--- src/design/stream_pkg.sv ---
package stream_pkg;

    // ========================================================================
    // word and bus widths
    // ========================================================================

    typedef logic [15:0] data_t;
    typedef logic [7:0]  wb_adr_t;
    typedef logic [15:0] wb_dat_t;

    // wishbone classic, master to slave
    typedef struct packed {
        logic    cyc;
        logic    stb;
        logic    we;
        wb_adr_t adr;
        wb_dat_t dat;
    } wb_req_t;

    // wishbone classic, slave to master
    typedef struct packed {
        logic    ack;
        wb_dat_t dat;
    } wb_rsp_t;

    // broadcast to every lane
    typedef struct packed {
        data_t coeff;
        data_t offset;
    } lane_cfg_t;

    // one operand write, already split into lane and word
    typedef struct packed {
        logic       en;
        logic [7:0] lane;
        logic [7:0] word;
        data_t      data;
    } op_wr_t;

    // ========================================================================
    // register map
    // ========================================================================

    localparam wb_adr_t REG_CTRL   = 8'h00;
    localparam wb_adr_t REG_COEFF  = 8'h01;
    localparam wb_adr_t REG_OFFSET = 8'h02;
    // flat operand window, operand k at REG_OPBASE + k
    localparam wb_adr_t REG_OPBASE = 8'h40;

    // bit positions inside REG_CTRL
    localparam int CTRL_START = 0;
    localparam int CTRL_BUSY  = 1;
    localparam int CTRL_DONE  = 2;

    typedef enum logic [1:0] {
        LANE_IDLE,
        LANE_RUN,
        LANE_FIN
    } lane_state_t;

endpackage

--- src/design/agu.sv ---
`timescale 1ns/10ps

module agu #(
    parameter int W        = 8,
    parameter int LAST_IDX = 0
) (
    input  logic         clk,
    input  logic         rst,
    input  logic         start,
    input  logic         en,
    output logic [W-1:0] data,
    output logic         last
);

    // final count in the counter's own width
    localparam logic [W-1:0] FINAL_IDX = W'(LAST_IDX);

    logic [W-1:0] idx;
    // armed between start and the last step
    logic         run;

    always_ff @(posedge clk) begin
        if (rst) begin
            idx <= '0;
            run <= 1'b0;
        end else if (start) begin
            // restart from zero
            idx <= '0;
            run <= 1'b1;
        end else if (en && run) begin
            if (idx == FINAL_IDX) begin
                // stop here, index stays at the final count
                run <= 1'b0;
            end else begin
                idx <= idx + 1'b1;
            end
        end
    end

    assign data = idx;
    // only while armed, so a finished counter does not look like a new last
    assign last = run && (idx == FINAL_IDX);

endmodule

--- src/design/wb_regs.sv ---
`timescale 1ns/10ps

module wb_regs #(
    parameter int NUM_CORES      = 4,
    parameter int WORDS_PER_CORE = 4
) (
    input  logic                  clk,
    input  logic                  rst,
    input  stream_pkg::wb_req_t   wb_req,
    output stream_pkg::wb_rsp_t   wb_rsp,
    input  logic                  stream_done,
    output logic                  start,
    output stream_pkg::lane_cfg_t cfg,
    output stream_pkg::op_wr_t    op_wr
);

    import stream_pkg::*;

    localparam int      TOTAL = NUM_CORES * WORDS_PER_CORE;
    localparam wb_adr_t WPC_A = wb_adr_t'(WORDS_PER_CORE);
    localparam wb_adr_t TOT_A = wb_adr_t'(TOTAL);

    logic    ack_q;
    wb_dat_t rdat_q;
    data_t   coeff_q;
    data_t   offset_q;
    logic    busy_q;
    logic    done_q;
    logic    start_q;
    op_wr_t  op_wr_q;

    logic    acc;
    logic    wr;
    wb_adr_t op_k;
    logic    op_hit;
    wb_dat_t rd_mux;

    // ========================================================================
    // access decode
    // ========================================================================

    // new access only while ack is low, so one ack per cyc/stb
    assign acc = wb_req.cyc & wb_req.stb & ~ack_q;
    assign wr  = acc & wb_req.we;

    // flat operand index and window check
    assign op_k   = wb_req.adr - REG_OPBASE;
    assign op_hit = (wb_req.adr >= REG_OPBASE) && (op_k < TOT_A);

    always_comb begin
        rd_mux = '0;
        case (wb_req.adr)
            REG_CTRL: begin
                rd_mux[CTRL_BUSY] = busy_q;
                rd_mux[CTRL_DONE] = done_q;
            end
            REG_COEFF:  rd_mux = coeff_q;
            REG_OFFSET: rd_mux = offset_q;
            // operand window reads as zero
            default:    rd_mux = '0;
        endcase
    end

    // ========================================================================
    // control state
    // ========================================================================

    always_ff @(posedge clk) begin
        if (rst) begin
            ack_q    <= 1'b0;
            busy_q   <= 1'b0;
            done_q   <= 1'b0;
            start_q  <= 1'b0;
            op_wr_q.en <= 1'b0;
        end else begin
            ack_q      <= acc;
            start_q    <= 1'b0;
            op_wr_q.en <= wr & op_hit;
            // start only from idle, a start while busy is dropped
            if (wr && (wb_req.adr == REG_CTRL) && wb_req.dat[CTRL_START] && !busy_q) begin
                start_q <= 1'b1;
                busy_q  <= 1'b1;
                done_q  <= 1'b0;
            end else if (stream_done) begin
                busy_q <= 1'b0;
                done_q <= 1'b1;
            end
        end
    end

    // payload side
    always_ff @(posedge clk) begin
        if (acc) begin
            rdat_q <= rd_mux;
        end
        if (wr && (wb_req.adr == REG_COEFF)) begin
            coeff_q <= wb_req.dat;
        end
        if (wr && (wb_req.adr == REG_OFFSET)) begin
            offset_q <= wb_req.dat;
        end
        // lane = k / words, word = k mod words
        op_wr_q.lane <= op_k / WPC_A;
        op_wr_q.word <= op_k % WPC_A;
        op_wr_q.data <= wb_req.dat;
    end

    assign wb_rsp.ack = ack_q;
    assign wb_rsp.dat = rdat_q;
    assign start      = start_q;
    assign cfg.coeff  = coeff_q;
    assign cfg.offset = offset_q;
    assign op_wr      = op_wr_q;

endmodule

--- src/design/core_lane.sv ---
`timescale 1ns/10ps

module core_lane #(
    parameter int LANE_ID        = 0,
    parameter int WORDS_PER_CORE = 4
) (
    input  logic                                     clk,
    input  logic                                     rst,
    input  logic                                     start,
    input  stream_pkg::lane_cfg_t                    cfg,
    input  stream_pkg::op_wr_t                       op_wr,
    output logic                                     fin,
    output stream_pkg::data_t [WORDS_PER_CORE-1:0]   results
);

    import stream_pkg::*;

    // word index width, at least one bit
    localparam int IW = (WORDS_PER_CORE > 1) ? $clog2(WORDS_PER_CORE) : 1;

    // local operand store
    data_t       ops [WORDS_PER_CORE];

    lane_state_t state;
    logic        fin_q;
    logic        agu_start;
    logic        agu_en;
    logic [IW-1:0] idx;
    logic        idx_last;
    data_t       mac;

    // ========================================================================
    // operand capture
    // ========================================================================

    always_ff @(posedge clk) begin
        // only writes addressed to this lane
        if (op_wr.en && (op_wr.lane == 8'(LANE_ID))) begin
            ops[op_wr.word[IW-1:0]] <= op_wr.data;
        end
    end

    // ========================================================================
    // sequencing
    // ========================================================================

    assign agu_start = start && (state == LANE_IDLE);
    assign agu_en    = (state == LANE_RUN);

    agu #(
        .W        (IW),
        .LAST_IDX (WORDS_PER_CORE - 1)
    ) u_agu (
        .clk   (clk),
        .rst   (rst),
        .start (agu_start),
        .en    (agu_en),
        .data  (idx),
        .last  (idx_last)
    );

    always_ff @(posedge clk) begin
        if (rst) begin
            state <= LANE_IDLE;
            fin_q <= 1'b0;
        end else begin
            // pulse lines up with the FIN state
            fin_q <= (state == LANE_RUN) && idx_last;
            case (state)
                LANE_IDLE: if (start)    state <= LANE_RUN;
                LANE_RUN:  if (idx_last) state <= LANE_FIN;
                default:                 state <= LANE_IDLE;
            endcase
        end
    end

    // truncated to data width
    assign mac = data_t'(ops[idx] * cfg.coeff + cfg.offset);

    // one result per RUN cycle, held until the next start
    always_ff @(posedge clk) begin
        if (state == LANE_RUN) begin
            results[idx] <= mac;
        end
    end

    assign fin = fin_q;

endmodule

--- src/design/stream_ctrl.sv ---
`timescale 1ns/10ps

module stream_ctrl #(
    parameter int NUM_CORES      = 4,
    parameter int WORDS_PER_CORE = 4
) (
    input  logic                                                 clk,
    input  logic                                                 rst,
    input  logic [NUM_CORES-1:0]                                 lane_fin,
    input  stream_pkg::data_t [NUM_CORES*WORDS_PER_CORE-1:0]     results,
    input  logic                                                 dst_ready,
    output logic                                                 dst_valid,
    output logic                                                 dst_last,
    output stream_pkg::data_t                                    dst_data,
    output logic                                                 stream_done
);

    import stream_pkg::*;

    localparam int TOTAL = NUM_CORES * WORDS_PER_CORE;
    localparam int IW    = (TOTAL > 1) ? $clog2(TOTAL) : 1;

    logic          fin_q;
    logic          fin_keep;
    logic          stream_ok;
    logic          stream_ok_keep;
    logic          agu_start;
    logic          stream_active;
    logic [IW-1:0] idx;
    logic          last_stream;
    logic          done_q;

    // ========================================================================
    // finish capture
    // ========================================================================

    // all lanes start together, so their fin pulses coincide
    always_ff @(posedge clk) begin
        if (rst) begin
            fin_q <= 1'b0;
        end else begin
            fin_q <= &lane_fin;
        end
    end

    // hold the finish until a ready cycle takes it
    always_ff @(posedge clk) begin
        if (rst) begin
            fin_keep <= 1'b0;
        end else if (stream_ok) begin
            fin_keep <= 1'b0;
        end else if (fin_q) begin
            fin_keep <= 1'b1;
        end
    end

    assign stream_ok = (fin_q | fin_keep) & dst_ready;

    // accepted finish, waits one more ready cycle
    always_ff @(posedge clk) begin
        if (rst) begin
            stream_ok_keep <= 1'b0;
        end else if (dst_ready) begin
            stream_ok_keep <= stream_ok;
        end
    end

    assign agu_start = dst_ready & stream_ok_keep;

    // ========================================================================
    // index walk
    // ========================================================================

    agu #(
        .W        (IW),
        .LAST_IDX (TOTAL - 1)
    ) u_agu (
        .clk   (clk),
        .rst   (rst),
        .start (agu_start),
        .en    (dst_ready),
        .data  (idx),
        .last  (last_stream)
    );

    always_ff @(posedge clk) begin
        if (rst) begin
            stream_active <= 1'b0;
        end else if (dst_ready) begin
            if (last_stream) begin
                stream_active <= 1'b0;
            end else if (agu_start) begin
                stream_active <= 1'b1;
            end
        end
    end

    // ========================================================================
    // output stage, moves only with dst_ready
    // ========================================================================

    always_ff @(posedge clk) begin
        if (rst) begin
            dst_valid <= 1'b0;
            dst_last  <= 1'b0;
        end else if (dst_ready) begin
            dst_valid <= stream_active;
            dst_last  <= stream_active & last_stream;
        end
    end

    // word select at the current index
    always_ff @(posedge clk) begin
        if (dst_ready) begin
            dst_data <= results[idx];
        end
    end

    // final word taken by the sink
    always_ff @(posedge clk) begin
        if (rst) begin
            done_q <= 1'b0;
        end else begin
            done_q <= dst_valid & dst_last & dst_ready;
        end
    end

    assign stream_done = done_q;

endmodule

--- src/design/stream_top.sv ---
`timescale 1ns/10ps

module stream_top #(
    parameter int NUM_CORES      = 4,
    parameter int WORDS_PER_CORE = 4
) (
    input  logic                clk,
    input  logic                rst,
    input  stream_pkg::wb_req_t wb_req,
    output stream_pkg::wb_rsp_t wb_rsp,
    input  logic                dst_ready,
    output logic                dst_valid,
    output logic                dst_last,
    output stream_pkg::data_t   dst_data
);

    import stream_pkg::*;

    localparam int TOTAL = NUM_CORES * WORDS_PER_CORE;

    logic                 start;
    lane_cfg_t            cfg;
    op_wr_t               op_wr;
    logic                 stream_done;
    logic [NUM_CORES-1:0] lane_fin;
    // lane l, word w sits at flat index l * WORDS_PER_CORE + w
    data_t [TOTAL-1:0]    results_all;

    // ========================================================================
    // host side
    // ========================================================================

    wb_regs #(
        .NUM_CORES      (NUM_CORES),
        .WORDS_PER_CORE (WORDS_PER_CORE)
    ) u_wb_regs (
        .clk         (clk),
        .rst         (rst),
        .wb_req      (wb_req),
        .wb_rsp      (wb_rsp),
        .stream_done (stream_done),
        .start       (start),
        .cfg         (cfg),
        .op_wr       (op_wr)
    );

    // ========================================================================
    // compute lanes
    // ========================================================================

    for (genvar l = 0; l < NUM_CORES; l++) begin : g_lane
        data_t [WORDS_PER_CORE-1:0] lane_res;

        core_lane #(
            .LANE_ID        (l),
            .WORDS_PER_CORE (WORDS_PER_CORE)
        ) u_core_lane (
            .clk     (clk),
            .rst     (rst),
            .start   (start),
            .cfg     (cfg),
            .op_wr   (op_wr),
            .fin     (lane_fin[l]),
            .results (lane_res)
        );

        assign results_all[l*WORDS_PER_CORE +: WORDS_PER_CORE] = lane_res;
    end

    // ========================================================================
    // result stream
    // ========================================================================

    stream_ctrl #(
        .NUM_CORES      (NUM_CORES),
        .WORDS_PER_CORE (WORDS_PER_CORE)
    ) u_stream_ctrl (
        .clk         (clk),
        .rst         (rst),
        .lane_fin    (lane_fin),
        .results     (results_all),
        .dst_ready   (dst_ready),
        .dst_valid   (dst_valid),
        .dst_last    (dst_last),
        .dst_data    (dst_data),
        .stream_done (stream_done)
    );

endmodule

--- config.mk ---
export PLATFORM = sky130hd
export DESIGN_NAME = stream_top
export DESIGN_NICKNAME = d
export VERILOG_FILES = /design/src/design/stream_pkg.sv /design/src/design/agu.sv /design/src/design/wb_regs.sv /design/src/design/core_lane.sv /design/src/design/stream_ctrl.sv /design/src/design/stream_top.sv
export SDC_FILE = /design/constraint.sdc
export NUM_CORES = 2
export LEC_CHECK = 0
export BUFFER_PORTS_ARGS = -buffer_cell sky130_fd_sc_hd__buf_2
export CORE_ASPECT_RATIO = 1.4
export CORE_MARGIN = 3
export CORE_UTILIZATION = 40
export CTS_CLUSTER_SIZE = 10
export DETAILED_ROUTE_END_ITERATION = 7
export PLACE_DENSITY = 0.62
export SYNTH_ARGS = -nofsm -noshare
export SYNTH_HDL_FRONTEND = slang
export SYNTH_HIERARCHICAL = 1
export SYNTH_SLANG_ARGS = --single-unit
--- constraint.sdc ---
create_clock -name clk -period 9.44 [get_ports clk]
set_input_delay 1.416 -clock clk [delete_from_list [all_inputs] [get_ports clk]]
set_output_delay 1.416 -clock clk [all_outputs]
set_load 0.01 [all_outputs]
==> metrics <==
result of the run finished clean; all-layer global routing usage 0.186; # nets final 3901; maximum level of the CTS H-tree 3; number of cell instances on the worst register-to-register path 22; cell-internal power 4650 µW; most common library cell in the layout ignoring fill and taps inv_1; global-route wire length before repair 151000 µm; type of the worst setup path flop to flop; count of routing violations after the opening detailed-route iteration 1474; final-layout fill cell count 9071; net load switching power 1200 µW; average wire length per cell after detail routing 21.0 µm; post_cts resized 0; initial antenna violation count 2; TritonCTS clock tree built; post-route setup TNS 0 ns; top library cells by usage in the layout, fill and taps aside inv_1, edfxtp_1, nand2_1; Avg Cell Area, Syn 12.9 µm²; initial standard-cell utilization of the core 0.405; Area growth syn-to-layout 9.99%; leakage power summed over all cells 0.0182 µW; Std-Cell Core Area 102000 µm²; Bufs on Longest Clock Path 3; unrepaired setup endpoints after global routing no; switching part of the total power 0.205; number of top-level design ports 65; maximum VDD drop 0.112 mV; GR Overflow Total 0; overall die height 386 µm; max capacitance violation total 0; worst-skew pair later-pin latency 0.65 ns; placed cell count 4530; Post-DRT Antenna Nets 0; count of placed standard cells in the final layout, fillers left out 4654; Worst Tran Pin Value 1.23 ns; Final Wtd Congestion 0.823; Achievable Freq 143 MHz; Vias per Instance 5.08; DR pass1 iterations 7; startpoint types flop; Logic pwr share 0.014; maximum number of pins on one net before global-route repair 49; Total Routed Length 97600 µm; clock share of power 0.452; fraction of final layout cells sized beyond drive strength 1 0.112; row count 138; area enclosed by the die boundary 107000 µm²; Post-CTS Setup Inserts 0; via count of the first global-routing pass 25406; endpoint required time on the critical path 9.81 ns; cell depth of the worst min-delay path 1; total area of multi-input combinational cells 19900 µm²; number of hold-slack violations in the final timing report 0; final worst path period need 6.99 ns; number of buffers inserted during clock tree synthesis 76; post-detailed-placement half-perimeter wirelength 70600 µm; Min-Delay Path Class flop to flop; hold buffers post-CTS 0; netlist area before placement 41200 µm²; period utilisation layout 0.740; power density over the cells 129 nW/µm²; number of remaining DRC errors 0; DIE WIDTH 277 µm; via total after detailed routing 23627; endpoints failing setup 0; total of buffers placed on input and output ports 64; Reg area 18600 µm²; sequential group share of total power 0.534; CTS sink cnt 641; headroom to the max-slew limit 0.178; endpoint type of the worst setup path flop; clock slew seen by the registers of the worst setup and hold paths 0.05 ns; number of instances in the synthesized netlist 3185; number of warnings issued by yosys 6; Arr. time, crit path 7.35 ns; number of slew-limit violations in the final report 0; CTS Root Buffer Type clkbuf_16; CP max FO 13; worst-case clock skew 0.0358 ns
layout make-up:
cell class                 count  area share
tap                         1330      0.0367
timing repair buffer         115      0.0155
multi-input combinational   1840       0.439
sequential                   641       0.410
inverter                     604      0.0500
antenna                        2    0.000110
clock buffer                 109      0.0449
clock inverter                13     0.00373
power groups by stage:
stage | Sequential (µW) | Combinational, µW | Clock, µW
6_report | 3120 | 79.5 | 2640
5_1_grt | 3120 | 87.1 | 2820
4_1_cts | 3120 | 80.4 | 2720
3_5_place_dp | 3180 | 80.2 | 0
3_3_place_gp | 3180 | 78.8 | 0
2_1_floorplan | 3160 | 45.5 | 0
critical path, cell delays in order (launching register included):
cell	delay, ns
dfxtp_1	0.58
buf_4	0.36
mux4_2	0.70
and2_1	0.24
fa_1	0.53
inv_1	0.05
fa_1	0.52
inv_1	0.05
fa_1	0.42
fa_1	0.54
inv_1	0.05
fa_1	0.46
fa_1	0.54
inv_1	0.04
ha_1	0.37
nand2_1	0.09
nand2_1	0.05
a21oi_1	0.32
o21a_1	0.18
a31oi_1	0.05
a21o_1	0.20
a21oi_1	0.19
xnor2_1	0.14
path summary, 6_finish.rpt:
path | start | endpoint | slack [ns]
setup / recovery | g_lane[0].u_core_lane/u_agu/data[0] | g_lane[0].u_core_lane/results[15] | 2.45
hold / removal | u_wb_regs/ack_q | u_wb_regs/ack_q | 0.47
setup reg to reg | g_lane[0].u_core_lane/u_agu/data[0] | g_lane[0].u_core_lane/results[15] | 2.45
hold reg to reg | u_wb_regs/ack_q | u_wb_regs/ack_q | 0.47
flip-flops by register name, indices dropped and copies added, names as in the netlist, 4 cells and up:
signal	count
u_stream_ctrl/u_agu/data	4
g_lane.u_core_lane/u_agu/run	4
g_lane.u_core_lane/results	256
u_wb_regs/rdat_q	16
g_lane.u_core_lane/state	8
g_lane.u_core_lane/u_agu/data	8
u_wb_regs/offset_q	16
g_lane.u_core_lane/fin	4
u_wb_regs/op_wr	25
u_stream_ctrl/dst_data	16
g_lane.u_core_lane/ops	256
u_wb_regs/coeff_q	16
per-stage QoR:
| step | hold WS, ns | setup slack, ns | area, µm² | total power (µW) | utilization |
|---|---|---|---|---|---|
| 2_1_floorplan | 0.410 | 2.97 | 41200 | 3210 | - |
| 3_3_place_gp | 0.453 | 2.52 | 43100 | 3260 | 0.424 |
| 3_5_place_dp | 0.465 | 2.42 | 43100 | 3260 | 0.424 |
| 4_1_cts | 0.468 | 2.39 | 45300 | 5920 | 0.446 |
| 5_1_grt | 0.494 | 2.10 | 45300 | 6030 | 0.446 |
| 6_report | 0.467 | 2.45 | 45300 | 5840 | 0.446 |
metal layers:
layer  routed length, µm  GRT usage
met1               38000      0.217
met2               52600      0.350
met3                3380     0.0180
met4                3560     0.0747
met5                  20          0
No activity file was read; power rests on OpenSTA's default activity.
